[src/design/soc_pkg.sv]
// soc bus subsystem shared definitions
// bus widths, device address map and register offsets
`default_nettype none

package soc_pkg;

  localparam int BUS_AW = 16;
  localparam int BUS_DW = 32;

  // upper address bits select the device
  localparam int DEV_SEL_LSB = 12;

  // device windows, ram covers the low 1 KiB only
  localparam logic [BUS_AW-1:0] RAM_BASE   = 16'h0000;
  localparam int                RAM_AW     = 10;
  localparam logic [BUS_AW-1:0] GPIO_BASE  = 16'h1000;
  localparam logic [BUS_AW-1:0] TIMER_BASE = 16'h2000;
  localparam logic [BUS_AW-1:0] INTC_BASE  = 16'h3000;

  // gpio registers
  localparam logic [DEV_SEL_LSB-1:0] GPIO_DATA_IN    = 12'h000;
  localparam logic [DEV_SEL_LSB-1:0] GPIO_DATA_OUT   = 12'h004;
  localparam logic [DEV_SEL_LSB-1:0] GPIO_OE         = 12'h008;
  localparam logic [DEV_SEL_LSB-1:0] GPIO_INTR_STATE = 12'h00C;
  localparam logic [DEV_SEL_LSB-1:0] GPIO_INTR_EN    = 12'h010;

  // timer registers
  localparam logic [DEV_SEL_LSB-1:0] TMR_COUNT      = 12'h000;
  localparam logic [DEV_SEL_LSB-1:0] TMR_COMPARE    = 12'h004;
  localparam logic [DEV_SEL_LSB-1:0] TMR_CTRL       = 12'h008;
  localparam logic [DEV_SEL_LSB-1:0] TMR_INTR_STATE = 12'h00C;

  // interrupt controller registers
  localparam logic [DEV_SEL_LSB-1:0] INTC_PENDING = 12'h000;
  localparam logic [DEV_SEL_LSB-1:0] INTC_ENABLE  = 12'h004;
  localparam logic [DEV_SEL_LSB-1:0] INTC_CLAIM   = 12'h008;

  // interrupt source indices
  localparam int IRQ_GPIO  = 0;
  localparam int IRQ_TIMER = 1;

endpackage

`default_nettype wire

[src/design/soc_bus_if.sv]
// single-word bus port between the crossbar and one device
// a request is a one-cycle strobe, answered on the next edge
`timescale 1ns/100ps
`default_nettype none

interface soc_bus_if import soc_pkg::*; ();

  logic              req;
  logic              we;
  logic [BUS_AW-1:0] addr;
  logic [BUS_DW-1:0] wdata;

  // response, valid for exactly one cycle
  logic              rvalid;
  logic [BUS_DW-1:0] rdata;
  logic              err;

  modport host (
    output req, we, addr, wdata,
    input  rvalid, rdata, err
  );

  modport dev (
    input  req, we, addr, wdata,
    output rvalid, rdata, err
  );

endinterface

`default_nettype wire

[src/design/timer_dev.sv]
// compare timer, free-running counter with an expiry interrupt
`timescale 1ns/100ps
`default_nettype none

module timer_dev import soc_pkg::*; (
  input  logic   clk_i,
  input  logic   rst_n_i,
  soc_bus_if.dev bus,
  output logic   irq_o
);

  logic [DEV_SEL_LSB-1:0] off;
  logic                   wr;
  logic                   known;
  logic [BUS_DW-1:0]      rd_val;
  logic [BUS_DW-1:0]      count_q, compare_q;
  logic                   enable_q;
  logic                   intr_q;
  logic                   expired;
  logic                   rvalid_q, err_q;
  logic [BUS_DW-1:0]      rdata_q;

  assign off = bus.addr[DEV_SEL_LSB-1:0];
  assign wr  = bus.req & bus.we;

  always_comb begin
    rd_val = '0;
    known  = 1'b1;
    case (off)
      TMR_COUNT:      rd_val = count_q;
      TMR_COMPARE:    rd_val = compare_q;
      TMR_CTRL:       rd_val = BUS_DW'(enable_q);
      TMR_INTR_STATE: rd_val = BUS_DW'(intr_q);
      default:        known  = 1'b0;
    endcase
  end

  assign expired = enable_q & (count_q >= compare_q);

  always_ff @(posedge clk_i) begin
    if (!rst_n_i) begin
      count_q   <= '0;
      compare_q <= '0;
      enable_q  <= 1'b0;
      intr_q    <= 1'b0;
    end else begin
      // software load beats the increment
      if (wr && off == TMR_COUNT) begin
        count_q <= bus.wdata;
      end else if (enable_q) begin
        count_q <= count_q + 1'b1;
      end
      if (wr && off == TMR_COMPARE) compare_q <= bus.wdata;
      if (wr && off == TMR_CTRL) enable_q <= bus.wdata[0];
      // write 1 to clear, re-set while still expired
      intr_q <= expired | (intr_q & ~(wr && off == TMR_INTR_STATE && bus.wdata[0]));
    end
  end

  always_ff @(posedge clk_i) begin
    if (!rst_n_i) begin
      rvalid_q <= 1'b0;
      err_q    <= 1'b0;
    end else begin
      rvalid_q <= bus.req;
      err_q    <= bus.req & ~known;
    end
  end

  always_ff @(posedge clk_i) begin
    rdata_q <= (bus.req && !bus.we && known) ? rd_val : '0;
  end

  assign bus.rvalid = rvalid_q;
  assign bus.rdata  = rdata_q;
  assign bus.err    = err_q;
  assign irq_o      = intr_q;

endmodule

`default_nettype wire

[src/flat_wrapper.sv]
// flat-port wrapper written by rule: the top's interface ports become plain ports
module timer_dev_flat import soc_pkg::*;
  (clk_i, rst_n_i, irq_o, bus_req, bus_we, bus_addr, bus_wdata, bus_rvalid, bus_rdata, bus_err);
  soc_bus_if bus_i ();
  input  logic clk_i;
  input  logic rst_n_i;
  output logic irq_o;
  input wire logic [$bits(bus_i.req)-1:0] bus_req;
  input wire logic [$bits(bus_i.we)-1:0] bus_we;
  input wire logic [$bits(bus_i.addr)-1:0] bus_addr;
  input wire logic [$bits(bus_i.wdata)-1:0] bus_wdata;
  output wire logic [$bits(bus_i.rvalid)-1:0] bus_rvalid;
  output wire logic [$bits(bus_i.rdata)-1:0] bus_rdata;
  output wire logic [$bits(bus_i.err)-1:0] bus_err;
  assign bus_i.req = bus_req;
  assign bus_i.we = bus_we;
  assign bus_i.addr = bus_addr;
  assign bus_i.wdata = bus_wdata;
  assign bus_rvalid = bus_i.rvalid;
  assign bus_rdata = bus_i.rdata;
  assign bus_err = bus_i.err;
  timer_dev u_core (.clk_i(clk_i), .rst_n_i(rst_n_i), .bus(bus_i), .irq_o(irq_o));
endmodule
[config.mk]
export PLATFORM = sky130hd
export DESIGN_NAME = timer_dev_flat
export DESIGN_NICKNAME = d
export VERILOG_FILES = /design/src/design/soc_pkg.sv /design/src/design/soc_bus_if.sv /design/src/design/timer_dev.sv /design/src/flat_wrapper.sv
export SDC_FILE = /design/constraint.sdc
export NUM_CORES = 1
export LEC_CHECK = 0
export BUFFER_PORTS_ARGS = -buffer_cell sky130_fd_sc_hd__buf_2
export CAP_MARGIN = 25
export CORE_ASPECT_RATIO = 0.7
export CORE_MARGIN = 5
export CORE_UTILIZATION = 56
export DETAILED_ROUTE_END_ITERATION = 10
export PLACE_DENSITY = 0.8
export REMOVE_ABC_BUFFERS = 1
export SLEW_MARGIN = 10
export SYNTH_ARGS = -nofsm -noshare
export SYNTH_HDL_FRONTEND = slang
export SYNTH_SLANG_ARGS = --single-unit
[constraint.sdc]
create_clock -name clk_i -period 2.39 [get_ports clk_i]
set_input_delay 0.3585 -clock clk_i [delete_from_list [all_inputs] [get_ports clk_i]]
set_output_delay 0.3585 -clock clk_i [all_outputs]
set_load 0.05 [all_outputs]
Word-level counts from Yosys, hierarchy flattened
Cells that the tools add are included.
{ "classes": {"addsub": 1, "multipliers": 0, "div_mod_pow": 0, "n_lt_le_gt_ge": 1, "eq_ne": 3, "shifts": 0, "mux": 4, "bitwise_logic": 7, "n_reduce_logical": 11} }
{ "op_table": {"columns": ["operator", "n"], "rows": [
  ["32-bit case mux with 4 select lines", 1],
  ["32-bit two-way mux", 2],
  ["32-bit by 1-bit adder with 32-bit output, second input constant", 1],
  ["32-bit >= comparator", 1],
  ["12-bit by 4-bit == test with 1-bit output, second input constant", 2],
  ["12-bit by 3-bit == test with 1-bit output, second input constant", 1],
  ["12-bit logical NOT", 1],
  ["1-bit logical AND", 7],
  ["1-bit AND", 4],
  ["4-bit OR reduction", 1],
  ["1-bit inverter", 2],
  ["2-bit nonzero test", 1],
  ["1-bit logical NOT", 1],
  ["1-bit two-way mux", 1],
  ["1-bit bitwise OR", 1]
]} }
{ "word_totals": {"register_bits": 100, "latch_bits": 0, "ramBits": 0, "mem_bits_ro": 0, "inputBits": 52, "output_inout_bits": 35, "wordCells": 34, "mem_count": 0} }

Logic depth before layout (Yosys ltp)
Gate-level depths: netlist (run 1).
{ "depth": {"word_depth": 6, "mapped_depth": 8, "depth_no_buf": 7} }

Worst setup path before layout (run 1)
No wires, ideal clock.
{ "synth_path": {"path_type": "in2reg", "start": "input bus_addr[11]", "end": "register u_core.count_q[11]", "setup_ps": 122, "t_arrival_ps": 1669, "t_required_ps": 2268, "setup_slack_ps": 599, "path_stages": 7, "n_path_buf": 2, "path_cell_list": "nor4_2 -> nand3_2 -> or4_4 -> buf_6 -> buf_8 -> o21ai_1 -> a21oi_1"} }
{ "synth_between": {"elab_chain_len": 3, "elab_cells_between_ends": 4, "classes_between": "1 x mux; 3 x reduce/logical"} }
{ "synth_rtl": {"columns": ["item", "line_no", "text"], "rows": [
  ["from (decl)", "flat_wrapper.sv:10", "input wire logic [$bits(bus_i.addr)-1:0] bus_addr;"],
  ["12-bit logical NOT *", "timer_dev.sv:48", "if (wr && off == TMR_COUNT) begin"],
  ["1-bit logical AND *", "timer_dev.sv:48", null],
  ["32-bit two-way mux or 2-bit nonzero test (tied branches)", null, null],
  ["to (signal assigned)", "timer_dev.sv:49", "count_q <= bus.wdata;"],
  ["to (signal assigned)", "timer_dev.sv:51", "count_q <= count_q + 1'b1;"],
  ["to (decl)", "timer_dev.sv:16", "logic [BUS_DW-1:0] count_q, compare_q;"]
]} }
Every way passes the cells marked *; elsewhere a longest branch is shown, timed or not.
A chain may end at the register's enable or synchronous reset.

Worst setup path after layout (run 1)
{ "layout_path": {"start": "register u_core.count_q[0]", "end": "register u_core.count_q[18]"} }
{ "layout_between": {"elab_chain_len": 3} }
{ "layout_rtl": {"columns": ["item", "line_no", "text"], "rows": [
  ["32-bit by 1-bit adder with 32-bit output", "timer_dev.sv:51", null],
  ["32-bit two-way mux", "timer_dev.sv:50", "end else if (enable_q) begin"],
  ["32-bit two-way mux", "timer_dev.sv:48", null]
]} }
Every way passes these cells. The select of a mux whose other input is x is not followed.

==> reports/metrics.yaml, run 1 <==
status:
  status: "finished, final reports clean"
layout:
  final_area_mm2: 0.00578
  fillers: 706
  syn2layout_area_growth_pct: 17.1
  finalNetCount: 743
  diodes: 0
  drive_gt1_frac: 0.189
sta:
  setup_tns_ns: 0
  setup_viol: 0
  hold_viol_final: 0
  whs_ns: 0.253
  rsz0062_at_grt: "no"
  fin_crit_sh: 0.884
  min_period_ns: 2.11
  maxSlewViolCount: 0
  finClkSkew_ns: 0.00663
  worst_pin_slew_ns: 0.667
  maxClockFrequency_mhz: 473
  maxSlewHeadroom: 0.552
  setup_slack_ns: 0.278
clock_tree:
  cts_buffers: 9
  clk_root_buffer_cell: "clkbuf_16"
  cts-htree-levels: 3
  cts_resized: 0
  insertion_delay_ns: 0.35
  clockBufferDepth: 2
  clkTransAtPathRegs_ns: 0.07
  cts_sinks: 100
  cts_tree: "built"
  cts_setup_buffers: 0
  holdBufCountCts: 0
place:
  place_area_mm2: 0.00540
  port-buffer-count: 82
  dp_hpwl_mm: 8.93
  dp_slack_ns: 0.347
  place.gp.congestion: 0.865
synthesis:
  yosys.area.top_type: "dfxtp_1"
  synthCells: 587
  yosys-top-cells-area: "dfxtp_1 41%, ha_1 8.4%, nand2_1 6.2%, a21oi_1 6.1%, a22oi_1 4.7%"
  ys_types: 47
  synth_ff_type: "dfxtp_1"
  synth_edf_count: 0
  yosys_warnings: 0
  async_flop_share: 0
  syn_area_mm2: 0.00493
  ys_seq_elements: 100
  yosys.area.top_type_share: 0.406
  yosysSeqAreaShare: 0.406
  synth_area_per_cell_um2: 8.41
routing:
  top_layer_used: "met4"
  wl_met3_mm: 1.38
  dr.pass1.iters: 5
  drtIter0Drc: 511
  detail-route-antenna-nets: 0
  met1Wirelength_mm: 5.89
  routed_wl_mm: 13.1
  drt-wirelength-per-cell_um: 16.7
  wl_met2_mm: 5.66
  route.detailed.drc: 0
  vias_per_cell: 5.88
  vias: 4602
die:
  die_w_um: 122
  num_rows: 28
  ios: 87
  die_height_um: 88.5
  die_area_mm2: 0.0108
  start_util: 0.580
  coreArea_mm2: 0.00851
power:
  power_density_mw_per_mm2: 616
  comb_power_share: 0.029
  p_total_uw: 3560
  clock_power_share: 0.503
  p_int_uw: 2860
  pwr-share-seq: 0.468
  vdd_drop_max_v: 0.000660
  power_leakage_uw: 0.00218
  p_switching_uw: 698
  swShare: 0.196
global_route:
  antenna_found_initial: 0
  grt_max_degree: 48
  overflow: 0
  grt_pass1_wl_mm: 21.5
  grt_pass1_vias: 4451
  track_usage: 0.252
worst_setup_path:
  critPathLaunchType: "flop"
  cp_max_fo: 5
  cp.required_ns: 2.65
  worstSetupPathType: "reg2reg"
  endpoint_kind: "flop"
  cp_data_arrival_time_ns: 2.37
flow_run:
  cap_violations: 0
worst_hold_path:
  hold_class: "in2reg"
[power groups by stage]
stage | Sequential [uW] | Clock (uW) | Combinational [uW]
3_5_place_dp | 1710 | 0 | 100
4_1_cts | 1670 | 1810 | 101
5_1_grt | 1670 | 1880 | 112
2_1_floorplan | 1710 | 0 | 23.7
6_report | 1670 | 1790 | 102
3_3_place_gp | 1710 | 0 | 98.3
[sequential cells by signal (all words and copies together) (netlist names)]
signal             flops
u_core.compare_q      32
u_core.enable_q        1
u_core.irq_o           1
u_core.bus.rdata      32
u_core.count_q        32
u_core.bus.err         1
u_core.bus.rvalid      1
[metrics by stage]
step,instances,utilization
global placement,767,0.635
floorplan,551,-
global route,783,0.679
CTS,783,0.679
detailed placement,767,0.635
finish,783,0.679
[worst max-delay path, cell delays in order, from the launching register on]
cell and delay, ns:
dfxtp_1 0.44, ha_1 0.24, nand3_1 0.18, nor3_1 0.57
nand3_1 0.18, xor2_1 0.18, a211oi_1 0.23
[cells in the mapped netlist, types with 2 or more instances]
master / n
and2_1: 4
a211oi_1: 15
nand2_1: 81
nor2_1: 57
o21ai_1: 9
a21o_1: 3
inv_1: 37
clkbuf_1: 19
buf_2: 7
nor4_2: 3
nor3_1: 4
and3_1: 5
and4_1: 5
ha_1: 33
xor2_1: 20
nor2b_1: 3
o21ai_0: 9
a21oi_1: 60
a22oi_1: 31
o21a_1: 4
xnor2_1: 11
buf_4: 3
dfxtp_1: 100
a31oi_1: 2
nand4_1: 21
mux2i_1: 2
nor4_1: 4
nand3_1: 11
buf_6: 6
[routing by layer]
| layer | vias to the layer above | GRT usage |
|---|---|---|
| li1 | 2182 | - |
| met1 | 2164 | 0.350 |
| met2 | 240 | 0.385 |
| met3 | 16 | 0.0709 |
| met4 | 0 | 0.0742 |
| met5 | - | 0 |
[cells in the final DEF, fill, tap and decap left out, drive strengths merged]
master | Yosys | layout
a211oi | 16 | 16
ha | 33 | 33
nor3b | 1 | 1
buf | 17 | 96
o31a | 1 | 1
o21ai | 19 | 19
a2111oi | 1 | 1
and4 | 6 | 6
a21oi | 60 | 60
xor2 | 20 | 20
clkinvlp | 0 | 2
nor2b | 3 | 3
and2 | 5 | 5
a211o | 1 | 1
o21a | 4 | 4
xnor2 | 11 | 11
dfxtp | 100 | 100
o221ai | 1 | 1
a32oi | 1 | 1
mux4 | 1 | 1
a31oi | 2 | 2
nor3 | 4 | 4
and3 | 5 | 5
nand2b | 1 | 1
or3b | 1 | 1
nand4 | 22 | 22
o311ai | 1 | 1
a22oi | 31 | 31
or4 | 1 | 1
nand2 | 81 | 81
bufinv | 0 | 4
nor4 | 7 | 7
mux2i | 2 | 2
a21o | 3 | 3
clkbuf | 19 | 10
nor2 | 57 | 57
nand3 | 12 | 12
inv | 37 | 37
[cells by family after synthesis]
| logic type | Yosys count | share of synthesized area |
|---|---|---|
| AND/OR/NAND/NOR | 206 | 0.199 |
| AO/OA/AOI/OAI | 141 | 0.177 |
| flip-flops | 100 | 0.406 |
| buffers and inverters | 73 | 0.0710 |
| adder cells (fa/ha/maj) | 33 | 0.0837 |
| XOR/XNOR | 31 | 0.0550 |
| multiplexers | 3 | 0.00862 |
[area by class of cell]
cell class	instances	area, um2	area share
multi-input combinational	414	2580	0.447
sequential	100	2000	0.346
timing repair buffer	96	528	0.0914
clock buffer	10	239	0.0414
tap	120	150	0.0260
inverter	37	139	0.0240
clock inverter	6	135	0.0234
[path summary, 6_finish.rpt]
| path | startpoint | endpoint | slack [ns] | cells after the start |
|---|---|---|---|---|
| setup reg to reg | u_core.count_q[0] | u_core.count_q[18] | 0.28 | 6 |
| hold / removal | bus_wdata[6] | u_core.compare_q[6] | 0.25 | 3 |
| setup / recovery | u_core.count_q[0] | u_core.count_q[18] | 0.28 | 6 |
| hold reg to reg | u_core.compare_q[15] | u_core.compare_q[15] | 0.47 | 2 |
No activity file was read; power rests on OpenSTA's default activity.
==> inputs of run 2 (changes only) <==
- BUFFER_PORTS_ARGS: -buffer_cell sky130_fd_sc_hd__buf_2 -> default
- CELL_PAD_IN_SITES_DETAIL_PLACEMENT: default -> 1
- CELL_PAD_IN_SITES_GLOBAL_PLACEMENT: default -> 1
- CORE_UTILIZATION: 56 -> 47
- DONT_BUFFER_PORTS: default -> 1
- PLACE_DENSITY: 0.8 -> 0.91
==> reports/metrics.yaml, run 2 (synthesized netlist as in run 1, its figures left out) <==
global_route:
  grt_pass1_vias: 4552  # +2.3%
  track_usage: 0.240  # -0.0122
  antenna_found_initial: 0  # unchanged
  met3_usage: 0.0815  # +0.0106
  overflow: 0  # unchanged
  grt.busiest_layer: "met2"
  grt_pass1_wl_mm: 23.9  # +11%
  grt_max_degree: 48  # unchanged
  met1_usage: 0.304  # -0.0458
  met2_usage: 0.395  # +0.00989
sta:
  hold_viol_final: 0  # unchanged
  maxSlewViolCount: 0  # unchanged
  rsz0062_at_grt: "no"
  finClkSkew_ns: 0.00578  # -0.000844 ns
  whs_ns: 0.125  # -0.128 ns
  worst_pin_slew_ns: 0.623  # -0.0436 ns
  min_period_ns: 2.01  # -0.0993 ns
  setup_viol: 0  # unchanged
  fin_crit_sh: 0.842  # -0.0415
  maxClockFrequency_mhz: 497  # +4.9%
  maxSlewHeadroom: 0.581  # +0.0291
die:
  num_rows: 31  # +11%
  die_height_um: 95.7  # +8.1%
  die_area_mm2: 0.0127  # +17%
  ios: 87  # unchanged
  die_w_um: 132  # +8.4%
  coreArea_mm2: 0.0103  # +21%
  start_util: 0.478  # -0.101
clock_tree:
  cts_tree: "built"
  cts_resized: 0  # unchanged
  cts_setup_buffers: 0  # unchanged
  cts_sinks: 100  # unchanged
  holdBufCountCts: 0  # unchanged
  insertion_delay_ns: 0.35  # about the same
  clkTransAtPathRegs_ns: 0.07  # about the same
  clk_root_buffer_cell: "clkbuf_16"
  cts_buffers: 9  # unchanged
  clockBufferDepth: 2  # unchanged
  cts-htree-levels: 3  # unchanged
worst_hold_path:
  hold_class: "in2reg"
layout:
  fillers: 1226  # +74%
  layout_common_cells: "100 x dfxtp_1, 81 x nand2_1, 60 x a21oi_1"
  finalNetCount: 661  # -11%
  drive_gt1_frac: 0.0724  # -0.116
  diodes: 0  # unchanged
  final_common_cell: "dfxtp_1"
  final_area_mm2: 0.00537  # -7.1%
  syn2layout_area_growth_pct: 8.75
  postLayoutCoreUtil: 0.520  # -0.159
worst_setup_path:
  cp.required_ns: 2.62  # -0.03 ns
  endpoint_kind: "flop"
  cp_max_fo: 5  # unchanged
  critPathLaunchType: "flop"
  worstSetupPathType: "reg2reg"
  cp_data_arrival_time_ns: 2.24  # -0.13 ns
place:
  place_area_mm2: 0.00503  # -7.0%
  port-buffer-count: 0  # -100%
  place.gp.congestion: 0.855  # -1.1%
  dp_hpwl_mm: 10.0  # +12%
routing:
  vias_per_cell: 6.11  # +3.9%
  dr.pass1.iters: 4  # -1
  vias: 4350  # -5.5%
  drt-wirelength-per-cell_um: 20.7  # +24%
  detail-route-antenna-nets: 0  # unchanged
  routed_wl_mm: 14.8  # +13%
  route.detailed.drc: 0  # unchanged
  drtIter0Drc: 308  # -40%
power:
  power_density_mw_per_mm2: 630  # +2.3%
  power_leakage_uw: 0.00179  # -18%
  vdd_drop_max_v: 0.000345  # -48%
status:
  status: "finished, final reports clean"
flow_run:
  cap_violations: 0  # unchanged
-- run 2: cell types whose count changed in the layout (fill, tap and decap cells not counted), sizes merged --
cell	before	now
buf	96	14
bufinv	4	3
clkbuf	10	11
clkinvlp	2	1
-- run 2: path summary, 6_finish.rpt --
kind,startpoint,to,slack [ns],depth (start not counted)
hold reg to reg,u_core.compare_q[17],u_core.compare_q[17],0.47,2
setup reg to reg,u_core.count_q[0],u_core.irq_o,0.38,7
hold / removal,rst_n_i,u_core.count_q[28],0.13,2
setup / recovery,u_core.count_q[0],u_core.irq_o,0.38,7
-- run 2: cell type report --
type / instances / area [um2] / area share
Clock buffer: 11 / 243 / 0.0452
Inverter: 37 / 139 / 0.0259
Tap cell: 132 / 165 / 0.0308
Multi-Input combinational cell: 414 / 2590 / 0.483
Timing Repair Buffer: 14 / 130 / 0.0242
Sequential cell: 100 / 2000 / 0.373
Clock inverter: 4 / 97.6 / 0.0182
-- run 2: power breakdown --
group	switching (uW)	internal [uW]
registers	7.05	1670
clock network	623	1050
logic	25.0	14.2
total	655	2730
-- run 2: worst max-delay path: stages, from the launching register on --
cell       delay (ns)
dfxtp_1          0.44
inv_1            0.07
ha_1             0.27
nand2b_1         0.14
a2111oi_0        0.49
o311ai_0         0.18
a31oi_1          0.20
a31oi_1          0.10
-- run 2: metrics by stage --
stage               setup TNS (ns)  worst slack (ns)  std cells  power (uW)
floorplan                   -26.88            -0.622        551        1740
global placement                 0             0.416        697        1750
detailed placement               0             0.326        697        1750
CTS                              0             0.320        712        3410
global route                     0             0.167        712        3470
finish                           0             0.377        712        3380
-- run 2: routing by layer --
layer,routed length [um],up-vias
met2,6750,139
met5,0,-
met1,6660,2175
met4,144,0
li1,-,2024
met3,1210,12
