$ cat config.mk
export PLATFORM = sky130hd
export DESIGN_NAME = gpio_dev_flat
export DESIGN_NICKNAME = d
export VERILOG_FILES = /design/src/design/soc_pkg.sv /design/src/design/soc_bus_if.sv /design/src/design/gpio_dev.sv /design/src/flat_wrapper.sv
export SDC_FILE = /design/constraint.sdc
export NUM_CORES = 1
export LEC_CHECK = 0
export ABC_AREA = 1
export BUFFER_PORTS_ARGS = -buffer_cell sky130_fd_sc_hd__buf_2
export CAP_MARGIN = 30
export CELL_PAD_IN_SITES_DETAIL_PLACEMENT = 1
export CELL_PAD_IN_SITES_GLOBAL_PLACEMENT = 1
export CORE_MARGIN = 1.5
export CORE_UTILIZATION = 34
export CTS_CLUSTER_DIAMETER = 50
export DETAILED_ROUTE_END_ITERATION = 6
export PLACE_DENSITY = 0.79
export REMOVE_ABC_BUFFERS = 1
export SETUP_SLACK_MARGIN = 0.1
export SLEW_MARGIN = 30
export SYNTH_ARGS = -nofsm -noshare
export SYNTH_HDL_FRONTEND = slang
export SYNTH_SLANG_ARGS = --single-unit
$ cat constraint.sdc
create_clock -name clk_i -period 1.4 [get_ports clk_i]
set_clock_uncertainty 0.15 [all_clocks]
set_input_delay 0.14 -clock clk_i [delete_from_list [all_inputs] [get_ports clk_i]]
set_output_delay 0.14 -clock clk_i [all_outputs]
set_load 0.02 [all_outputs]
$ cat src/design/soc_pkg.sv
// soc bus subsystem shared definitions
// bus widths, device address map and register offsets
`default_nettype none

package soc_pkg;

  localparam int BUS_AW = 16;
  localparam int BUS_DW = 32;

  // upper address bits select the device
  localparam int DEV_SEL_LSB = 12;

  // device windows, ram covers the low 1 KiB only
  localparam logic [BUS_AW-1:0] RAM_BASE   = 16'h0000;
  localparam int                RAM_AW     = 10;
  localparam logic [BUS_AW-1:0] GPIO_BASE  = 16'h1000;
  localparam logic [BUS_AW-1:0] TIMER_BASE = 16'h2000;
  localparam logic [BUS_AW-1:0] INTC_BASE  = 16'h3000;

  // gpio registers
  localparam logic [DEV_SEL_LSB-1:0] GPIO_DATA_IN    = 12'h000;
  localparam logic [DEV_SEL_LSB-1:0] GPIO_DATA_OUT   = 12'h004;
  localparam logic [DEV_SEL_LSB-1:0] GPIO_OE         = 12'h008;
  localparam logic [DEV_SEL_LSB-1:0] GPIO_INTR_STATE = 12'h00C;
  localparam logic [DEV_SEL_LSB-1:0] GPIO_INTR_EN    = 12'h010;

  // timer registers
  localparam logic [DEV_SEL_LSB-1:0] TMR_COUNT      = 12'h000;
  localparam logic [DEV_SEL_LSB-1:0] TMR_COMPARE    = 12'h004;
  localparam logic [DEV_SEL_LSB-1:0] TMR_CTRL       = 12'h008;
  localparam logic [DEV_SEL_LSB-1:0] TMR_INTR_STATE = 12'h00C;

  // interrupt controller registers
  localparam logic [DEV_SEL_LSB-1:0] INTC_PENDING = 12'h000;
  localparam logic [DEV_SEL_LSB-1:0] INTC_ENABLE  = 12'h004;
  localparam logic [DEV_SEL_LSB-1:0] INTC_CLAIM   = 12'h008;

  // interrupt source indices
  localparam int IRQ_GPIO  = 0;
  localparam int IRQ_TIMER = 1;

endpackage

`default_nettype wire

$ cat src/design/soc_bus_if.sv
// single-word bus port between the crossbar and one device
// a request is a one-cycle strobe, answered on the next edge
`timescale 1ns/100ps
`default_nettype none

interface soc_bus_if import soc_pkg::*; ();

  logic              req;
  logic              we;
  logic [BUS_AW-1:0] addr;
  logic [BUS_DW-1:0] wdata;

  // response, valid for exactly one cycle
  logic              rvalid;
  logic [BUS_DW-1:0] rdata;
  logic              err;

  modport host (
    output req, we, addr, wdata,
    input  rvalid, rdata, err
  );

  modport dev (
    input  req, we, addr, wdata,
    output rvalid, rdata, err
  );

endinterface

`default_nettype wire

$ cat src/design/gpio_dev.sv
// gpio block with direction control and rising-edge interrupts
`timescale 1ns/100ps
`default_nettype none

module gpio_dev import soc_pkg::*; #(
  parameter int GpioWidth = 8
) (
  input  logic                 clk_i,
  input  logic                 rst_n_i,
  soc_bus_if.dev               bus,
  input  logic [GpioWidth-1:0] gpio_i,
  output logic [GpioWidth-1:0] gpio_o,
  output logic [GpioWidth-1:0] gpio_en_o,
  output logic                 irq_o
);

  logic [DEV_SEL_LSB-1:0] off;
  logic                   wr;
  logic                   known;
  logic                   ro;
  logic                   bad;
  logic [BUS_DW-1:0]      rd_val;
  logic [GpioWidth-1:0]   sync1_q, sync2_q, prev_q;
  logic [GpioWidth-1:0]   data_out_q, oe_q, intr_state_q, intr_en_q;
  logic [GpioWidth-1:0]   rise;
  logic [GpioWidth-1:0]   clr;
  logic                   rvalid_q, err_q;
  logic [BUS_DW-1:0]      rdata_q;

  assign off = bus.addr[DEV_SEL_LSB-1:0];
  assign wr  = bus.req & bus.we;

  always_comb begin
    rd_val = '0;
    known  = 1'b1;
    ro     = 1'b0;
    case (off)
      GPIO_DATA_IN: begin
        rd_val = BUS_DW'(sync2_q);
        ro     = 1'b1;
      end
      GPIO_DATA_OUT:   rd_val = BUS_DW'(data_out_q);
      GPIO_OE:         rd_val = BUS_DW'(oe_q);
      GPIO_INTR_STATE: rd_val = BUS_DW'(intr_state_q);
      GPIO_INTR_EN:    rd_val = BUS_DW'(intr_en_q);
      default:         known  = 1'b0;
    endcase
  end

  assign bad = ~known | (bus.we & ro);

  // edge seen on the synchronized input, set wins over clear
  assign rise = sync2_q & ~prev_q;
  assign clr  = (wr && off == GPIO_INTR_STATE) ? bus.wdata[GpioWidth-1:0] : '0;

  always_ff @(posedge clk_i) begin
    if (!rst_n_i) begin
      sync1_q      <= '0;
      sync2_q      <= '0;
      prev_q       <= '0;
      data_out_q   <= '0;
      oe_q         <= '0;
      intr_state_q <= '0;
      intr_en_q    <= '0;
    end else begin
      sync1_q      <= gpio_i;
      sync2_q      <= sync1_q;
      prev_q       <= sync2_q;
      intr_state_q <= (intr_state_q & ~clr) | rise;
      if (wr && off == GPIO_DATA_OUT) data_out_q <= bus.wdata[GpioWidth-1:0];
      if (wr && off == GPIO_OE) oe_q <= bus.wdata[GpioWidth-1:0];
      if (wr && off == GPIO_INTR_EN) intr_en_q <= bus.wdata[GpioWidth-1:0];
    end
  end

  always_ff @(posedge clk_i) begin
    if (!rst_n_i) begin
      rvalid_q <= 1'b0;
      err_q    <= 1'b0;
    end else begin
      rvalid_q <= bus.req;
      err_q    <= bus.req & bad;
    end
  end

  always_ff @(posedge clk_i) begin
    rdata_q <= (bus.req && !bus.we && !bad) ? rd_val : '0;
  end

  assign bus.rvalid = rvalid_q;
  assign bus.rdata  = rdata_q;
  assign bus.err    = err_q;
  assign gpio_o     = data_out_q;
  assign gpio_en_o  = oe_q;
  assign irq_o      = |(intr_state_q & intr_en_q);

endmodule

`default_nettype wire

$ cat src/flat_wrapper.sv
// flat-port wrapper written by rule: the top's interface ports become plain ports
module gpio_dev_flat import soc_pkg::*;
#(
  parameter int GpioWidth = 8
)
  (clk_i, rst_n_i, gpio_i, gpio_o, gpio_en_o, irq_o, bus_req, bus_we, bus_addr, bus_wdata, bus_rvalid, bus_rdata, bus_err);
  soc_bus_if bus_i ();
  input  logic clk_i;
  input  logic rst_n_i;
  input  logic [GpioWidth-1:0] gpio_i;
  output logic [GpioWidth-1:0] gpio_o;
  output logic [GpioWidth-1:0] gpio_en_o;
  output logic irq_o;
  input wire logic [$bits(bus_i.req)-1:0] bus_req;
  input wire logic [$bits(bus_i.we)-1:0] bus_we;
  input wire logic [$bits(bus_i.addr)-1:0] bus_addr;
  input wire logic [$bits(bus_i.wdata)-1:0] bus_wdata;
  output wire logic [$bits(bus_i.rvalid)-1:0] bus_rvalid;
  output wire logic [$bits(bus_i.rdata)-1:0] bus_rdata;
  output wire logic [$bits(bus_i.err)-1:0] bus_err;
  assign bus_i.req = bus_req;
  assign bus_i.we = bus_we;
  assign bus_i.addr = bus_addr;
  assign bus_i.wdata = bus_wdata;
  assign bus_rvalid = bus_i.rvalid;
  assign bus_rdata = bus_i.rdata;
  assign bus_err = bus_i.err;
  gpio_dev #(.GpioWidth(GpioWidth)) u_core (.clk_i(clk_i), .rst_n_i(rst_n_i), .bus(bus_i), .gpio_i(gpio_i), .gpio_o(gpio_o), .gpio_en_o(gpio_en_o), .irq_o(irq_o));
endmodule
-- After elaboration in Yosys (flattened, before gate mapping)
Cells that the tools add are included.
- equality and inequality tests: 4
- muxes and demuxes: 4
- bitwise operators: 11
- reduce and logical (&&, ||, !) cells: 11
- operator list (kind ; count):
    $pmux W8 S5 ; 1
    $and A8 B8 Y8 ; 3
    $eq A12 B4 Y1 const B ; 2
    $not A8 Y8 ; 2
    $eq A12 B3 Y1 const B ; 1
    $eq A12 B5 Y1 const B ; 1
    $logic_not A12 Y1 ; 1
    $mux W8 ; 1
    $or A8 B8 Y8 ; 1
    $reduce_or A8 Y1 ; 1
    $logic_and A1 B1 Y1 ; 6
    $reduce_or A5 Y1 ; 1
    $and A1 B1 Y1 ; 3
    $logic_not A1 Y1 ; 2
    $mux W1 ; 2
    $not A1 Y1 ; 1
    $or A1 B1 Y1 ; 1
- register bits: 90
- input port bits: 60
- output and inout port bits: 51
- word-level logic and storage cells: 40

-- Depth between registers and ports, before layout
Gate-level depths: netlist of run 1.
- depth in word-level cells: 7
- depth in mapped cells: 8
- gate-level depth less buffers: 8

-- Least setup slack after synthesis of run 1
No wires, ideal clock.
- kind: input-to-reg
- start: input port bus_addr[7]
- end: register u_core.oe_q[0] (netlist: u_core.gpio_en_o[0])
- library setup time: 0.113 ns
- arrival: 0.971 ns
- required time: 1.137 ns
- slack: 0.166 ns
- stages on the path: 7
- buffers on the path: 1
- cells stage by stage: nor2_1 > nand2_2 > nor2_8 > nand3_4 > buf_6 > nor2_1 > nor2_1
- cells in the longest elaborated chain, start to end: 2
- ends and longest elaborated chain (item ; line ; text):
    from (decl) ; flat_wrapper.sv:16 ; input wire logic [$bits(bus_i.addr)-1:0] bus_addr;
    $eq A12 B4 Y1 ; gpio_dev.sv:71 ; if (wr && off == GPIO_OE) oe_q <= bus.wdata[GpioWidth-1:0];
    $logic_and A1 B1 Y1 ; gpio_dev.sv:71 ;
    to (signal assigned) ; gpio_dev.sv:71 ;
    to (decl) ; gpio_dev.sv:24 ; logic [GpioWidth-1:0] data_out_q, oe_q, intr_state_q, intr_en_q;
No other way between the ends.
A chain may end at the register's enable or synchronous reset.

-- Final worst setup path of run 1
- start: register u_core.intr_state_q[0]
- end: output port irq_o
- cells in the longest elaborated chain, start to end: 2
- ends and longest elaborated chain (item ; line ; text):
    from (decl) ; gpio_dev.sv:24 ;
    from (signal assigned) ; gpio_dev.sv:69 ; intr_state_q <= (intr_state_q & ~clr) | rise;
    $and A8 B8 Y8 ; gpio_dev.sv:95 ; assign irq_o = |(intr_state_q & intr_en_q);
    $reduce_or A8 Y1 ; gpio_dev.sv:95 ;
    to (decl) ; flat_wrapper.sv:13 ; output logic irq_o;
No other way between the ends.

==> results by group, run 1 <==
Die
  • Core region area: 0.00876 mm²
  • Chip width: slightly below 100 µm
  • DIE AREA: 0.00969 mm²
  • Die Span Y: 98.4 µm
  • Ports: 111
  • Initial core utilization: 35.3%
  • Row count: 34

STA
  • Final WS setup: -97.6 ps
  • Final Max Tran Viols: 0
  • WHS: 57.3 ps
  • Setup TNS: -97.6 ps
  • # setup viols final: 1
  • F_max: 668 MHz
  • RSZ-0062 raised after global routing: yes
  • Final number of hold-violating endpoints: 0
  • Fin crit share: 107%
  • Tmin final: 1500 ps

Pwr
  • Total power: 3.91 mW
  • Pwr dens: 979 mW/mm²
  • Maximum vdd drop: between 0.0003 and 0.0004 V
  • Leak Pwr: 2.22 nW

Critical path
  • Worst path max stage delay: ~350 ps
  • CP Capture Type: output pin
  • CP max stage cell: dfxtp_1
  • Kind of critical path: register to output pin
  • Critical Path Start Type: register
  • Critical Path AT: 1210 ps
  • CP cell instances: a221oi_2, nand2_1, buf_6
  • Crit path buffers/inverters: 1
  • Max Fanout on Critical Path: 3
  • WP data required: 1110 ps
  • Crit path max-delay family: flip-flops

Clock tree
  • Worst skew pair latency: 340 ps
  • CTS Buf Count: 9
  • CTS tree: built
  • Clock sinks: 66
  • H-Tree Depth: 3
  • Worst-case clock buffer depth: 2
  • Clk root buf: clkbuf_8
  • Reg clk slew, reported paths: 80 ps

Synthesis
  • Yosys top cell by area: dfxtp_1
  • Synth unique cells: 23
  • Cells after Synth: 425
  • Area share of the largest cell type after synthesis: 42.7%
  • Register area share after synthesis: 42.7%
  • Netlist Area Pre-Place: 0.00310 mm²
  • Post-Syn Area per Cell: 7.29 µm²
  • Yosys warnings: 0
  • Synth top area cells: dfxtp_1 (43%), nand2_1 (13%), nand3_1 (9.2%), nor2_1 (7.2%), buf_4 (6.8%)
  • FF+latch count, synth: between 60 and 70

Placement
  • GPL Wtd Cong: 0.768
  • Placed cells: 595
  • DP Area: around 0.0035 mm²
  • PortBufs: 58
  • Dpl hpwl: 6050 µm
  • Dpl ws: -136 ps

Finish
  • Ratio of cells with drive above 1 in the final layout: 29.0%
  • Area grow syn2layout: 29.0%
  • Ant diodes: 0
  • Nets: 583
  • Final Util: 45.6%
  • Layout Cells excl Fill: 636
  • Design Area, Final: 0.00400 mm²

Global route
  • Busiest grt layer: met2
  • Met1 Use GR: 19.9%
  • GRT met2 Usage: ~34%
  • Met3 Resource Use GR: 2.20%
  • First-pass GRT wire length: 13800 µm
  • Total GRT Usage: 17.9%
  • Pin count of the biggest net entering global routing: 19
  • Vias in the first global route: between 2000 and 3000
  • Initial antenna violation count: 0
  • Residual overflow from global routing: 0

Detailed routing
  • ANT nets after route: 0
  • Router iterations before antenna repair: 4
  • DRC viols: 0
  • Final wirelength: ~8400 µm
  • Routed vias: 2908
  • Via density: 4.57
  • Wire per inst: roughly 13 µm
  • Initial DRC count: 74

Run status
  • Status: complete, but fails checks
  • Failing checks: negative setup slack

Worst hold path
  • Worst min path class: input port to register

Run
  • Max-Cap Viols: 0
power by group:
| part | internal [mW] | switching, mW |
|---|---|---|
| Combinational | 0.124 | 0.206 |
| Sequential | 1.92 | 0.0219 |
| Clock | 0.837 | 0.799 |
| Total | 2.88 | 1.03 |
worst paths after layout:
check / startpoint / to / slack, ps / depth (start not counted)
max: u_core.intr_state_q[0]$_SDFF_PN0_ / irq_o / -100 / 3
min: rst_n_i / u_core.sync2_q[4]$_SDFF_PN0_ / 60 / 3
max reg2reg: u_core.intr_state_q[4]$_SDFF_PN0_ / u_core.bus.rdata[4]$_SDFF_PN0_ / 330 / 5
min reg2reg: u_core.sync1_q[1]$_SDFF_PN0_ / u_core.sync2_q[1]$_SDFF_PN0_ / 270 / 2
metal layers:
layer | up-vias | wire length, µm
met5 | - | 0
met4 | 0 | 263
met3 | 21 | 319
met2 | 72 | 4270
met1 | 1379 | 3520
li1 | 1436 | -
cell usage after synthesis:
library cell and instances:
nand2_2 7, buf_4 28, inv_2 2, buf_1 1
nand3_4 3, nand3_2 1, nor2_8 2, nand2_1 105
a21oi_1 1, nor2_4 5, or2_2 8, nor2_1 59
nand2_4 2, nor2_2 11, buf_6 5, conb_1 1
o211ai_1 1, nand3_1 57, inv_1 55, dfxtp_1 66
clkbuf_1 2, a221oi_1 2, o21ai_1 1
layout make-up:
type,count,area (µm²)
clock inverter,7,77.6
timing repair buffer,100,719
multi-input combinational,289,1400
inverter,57,214
fill,1133,4770
tap,108,135
clock buffer,9,124
sequential,66,1330
worst reg2reg max path: stages (launching register included):
cell	delay [ps]
dfxtp_2	340
buf_4	140
nand3_1	80
nand3_1	90
nor2_1	120
nor2_2	50
flip-flops by register name, summed over array words and instances, names as in the netlist:
register             flops
u_core.intr_en_q         8
u_core.sync1_q           8
u_core.bus.rdata         8
u_core.prev_q            8
u_core.gpio_en_o         8
u_core.gpio_o            8
u_core.intr_state_q      8
u_core.bus.err           1
u_core.sync2_q           8
u_core.bus.rvalid        1
logic make-up after synthesis:
| group | Yosys count | synth area share, % |
|---|---|---|
| AND/OR/NAND/NOR | 260 | 40.2 |
| buffers and inverters | 93 | 15.9 |
| flip-flops | 66 | 42.7 |
| AO/OA/AOI/OAI | 5 | 1.13 |
| other | 1 | 0.121 |
what timing repair did:
action                                  4_1_cts  5_1_grt
pin swaps                                     3        3
resized for setup                            13        3
setup buffers                                 5        2
endpoints found under the hold margin        41        0
gates cloned                                  0        0
endpoints found under the setup margin        1        2
hold buffers                                 18        0
placed cells by master, fill, tap and decap left out, types with 3 or more instances in the layout:
| master | netlist | routed |
|---|---|---|
| nand3_4 | 3 | 3 |
| inv_1 | 55 | 55 |
| dfxtp_1 | 66 | 59 |
| dfxtp_2 | 0 | 7 |
| dlygate4sd3_1 | 0 | 18 |
| nor2_4 | 5 | 5 |
| nor2_1 | 59 | 59 |
| clkbuf_8 | 0 | 9 |
| nand3_1 | 57 | 57 |
| conb_1 | 1 | 24 |
| buf_12 | 0 | 5 |
| nand2_2 | 7 | 12 |
| nand2_1 | 105 | 100 |
| nor2_2 | 11 | 11 |
| buf_2 | 0 | 57 |
| buf_4 | 28 | 19 |
| or2_2 | 8 | 8 |
No activity file was read; power rests on OpenSTA's default activity.
==> run 2: changes to the inputs <==
--- a/config.mk
+++ b/config.mk
@@ -14,6 +14,7 @@
 export CORE_UTILIZATION = 34
 export CTS_CLUSTER_DIAMETER = 50
 export DETAILED_ROUTE_END_ITERATION = 6
+export MAX_ROUTING_LAYER = met4
 export PLACE_DENSITY = 0.79
 export REMOVE_ABC_BUFFERS = 1
 export SETUP_SLACK_MARGIN = 0.1
==> constraint.sdc (replaced) <==
create_clock -name clk_i -period 1.4 [get_ports clk_i]
set_clock_uncertainty 0.15 [all_clocks]
set_input_delay 0.14 -clock clk_i [delete_from_list [all_inputs] [get_ports clk_i]]
set_output_delay 0.14 -clock clk_i [all_outputs]
set_load 0.005 [all_outputs]
==> results by group, run 2 (same netlist as run 1, synthesis figures left out) <==
Run status
  • Status: complete, but fails checks
  • Failing checks: negative setup slack

Finish
  • Commonest non-fill, non-tap cell in the layout: nand2_1
  • Nets: 582
  • Most frequent cells in the layout: nand2_1 (100), nor2_1 (59), dfxtp_1 (59)
  • Fill cell count: about 1100
  • Final Util: 45.3%
  • Ant diodes: 0
  • Design Area, Final: slightly below 0.004 mm²
  • Ratio of cells with drive above 1 in the final layout: slightly below 30%
  • Area grow syn2layout: 28.2%

Global route
  • Initial antenna violation count: 0
  • First-pass GRT wire length: 13700 µm
  • Residual overflow from global routing: 0
  • Vias in the first global route: 2915
  • Total GRT Usage: ~18%
  • Pin count of the biggest net entering global routing: 19

Clock tree
  • H-Tree Depth: 3
  • Clk root buf: clkbuf_8
  • CTS Buf Count: 9
  • CTS tree: built
  • Worst skew pair latency: 340 ps
  • Clock sinks: 66
  • Reg clk slew, reported paths: about 80 ps
  • Worst-case clock buffer depth: 2

Detailed routing
  • Wire per inst: 12.8 µm
  • ANT nets after route: 0
  • DRC viols: 0
  • Initial DRC count: 71
  • Final wirelength: 8140 µm
  • Router iterations before antenna repair: 4
  • Routed vias: 2867
  • Via density: 4.51

Pwr
  • Pwr dens: 973 mW/mm²
  • Switching share of total power: 25.4%
  • Total power: 3.86 mW
  • Clock power frac: 42.4%
  • Sequential power share: 50.3%
  • Maximum vdd drop: 0.000387 V
  • Leak Pwr: 2.21 nW
  • P_int: between 2 and 3 mW
  • Switching power: 0.979 mW
  • Comb pwr share: between 7 and 8%

Critical path
  • CP cell instances: a221oi_2, nand2_1, buf_2
  • CP endpoint: irq_o
  • Critical Path AT: 1180 ps
  • Worst setup path startpoint: u_core.intr_state_q[0]$_SDFF_PN0_
  • CP Capture Type: output pin
  • RR Endpoint: u_core.bus.rdata[4]$_SDFF_PN0_
  • Reg2reg start: u_core.intr_state_q[4]$_SDFF_PN0_
  • Critical Path Start Type: register
  • WP data required: 1110 ps
  • Cell count of the worst reg-to-reg path: 5
  • Max Fanout on Critical Path: 3
  • CP max stage cell: dfxtp_1
  • R2R setup slack: 360 ps
  • Worst path max stage delay: 350 ps
  • Kind of critical path: register to output pin

Placement
  • DP Area: 0.00351 mm²
  • PortBufs: 58
  • GPL Wtd Cong: 0.779
  • Dpl hpwl: 6050 µm

Die
  • Die Span Y: 98.4 µm
  • Core region area: 0.00876 mm²
  • Row count: 34
  • Chip width: 98.4 µm
  • Ports: ~110
  • DIE AREA: 0.00969 mm²
  • Initial core utilization: a little over a third

STA
  • Final number of hold-violating endpoints: 0
  • RSZ-0062 raised after global routing: yes
  • Tmin final: approximately 1500 ps
  • WHS: roughly 56 ps
  • Final WS setup: -72.0 ps
  • F_max: about 680 MHz
  • Setup TNS: -72.0 ps
  • Final Max Tran Viols: 0
  • Fin crit share: 105%
  • # setup viols final: 1

Worst hold path
  • Worst min path class: input port to register
  • Hold Crit Depth: 3

Run
  • Max-Cap Viols: 0
[run 2: worst min-delay path by stage]
stage                          from                              to  slack (ps)
after floorplan             rst_n_i    u_core.sync1_q[0]$_SDFF_PN0_          80
after CTS                    bus_we  u_core.bus.rdata[5]$_SDFF_PN0_          40
after detailed placement  gpio_i[0]    u_core.sync1_q[0]$_SDFF_PN0_         180
after global placement    gpio_i[6]    u_core.sync1_q[6]$_SDFF_PN0_         170
after global routing        rst_n_i    u_core.sync2_q[7]$_SDFF_PN0_          70
final                       rst_n_i    u_core.sync2_q[4]$_SDFF_PN0_          60
[run 2: cell type report]
cell class | instances | area (µm²) | share of cell area [%]
clock inverter | 7 | 77.6 | 1.95
timing repair buffer | 99 | 693 | 17.5
sequential | 66 | 1330 | 33.5
inverter | 57 | 214 | 5.39
clock buffer | 9 | 124 | 3.12
tap | 108 | 135 | 3.40
multi-input combinational | 289 | 1400 | 35.2
[run 2: what timing repair did]
item	CTS	global route
gates resized for setup	11	3
endpoints found under the hold margin	41	0
hold buffers	18	0
endpoints found under the setup margin	1	1
cloned	0	0
pin swaps	3	1
setup buffers	6	0
[run 2: routing by layer]
layer / vias up / GRT usage (%) / routed length, µm
met5: - / - / 0
met4: 0 / 9.10 / 250
met3: 20 / 2.84 / 327
met2: 73 / 32.6 / 4100
met1: 1339 / 19.5 / 3460
li1: 1435 / - / -
[run 2: power groups by stage]
stage               Combinational [mW]  Clock [mW]  Sequential [mW]
CTS                              0.281        1.69             1.94
detailed placement               0.231           0             1.99
global route                     0.312        1.76             1.95
finish                           0.282        1.64             1.94
global placement                 0.220           0             1.98
floorplan                       0.0936           0             1.98
[run 2: stage by stage]
stage	instances	setup slack [ps]
floorplan	412	55.9
global placement	595	-70.7
detailed placement	595	-136
CTS	635	-99.6
global route	635	-173
finish	635	-72.0
[run 2: critical path, delay by kind of cell, from the launching register on]
| kind | cells | cell delay [ps] |
|---|---|---|
| buffers and inverters | 1 | 130 |
| and+or+nand+nor | 1 | 80 |
| AOI/OAI and AO/OA | 1 | 280 |
| DFF | 1 | 350 |
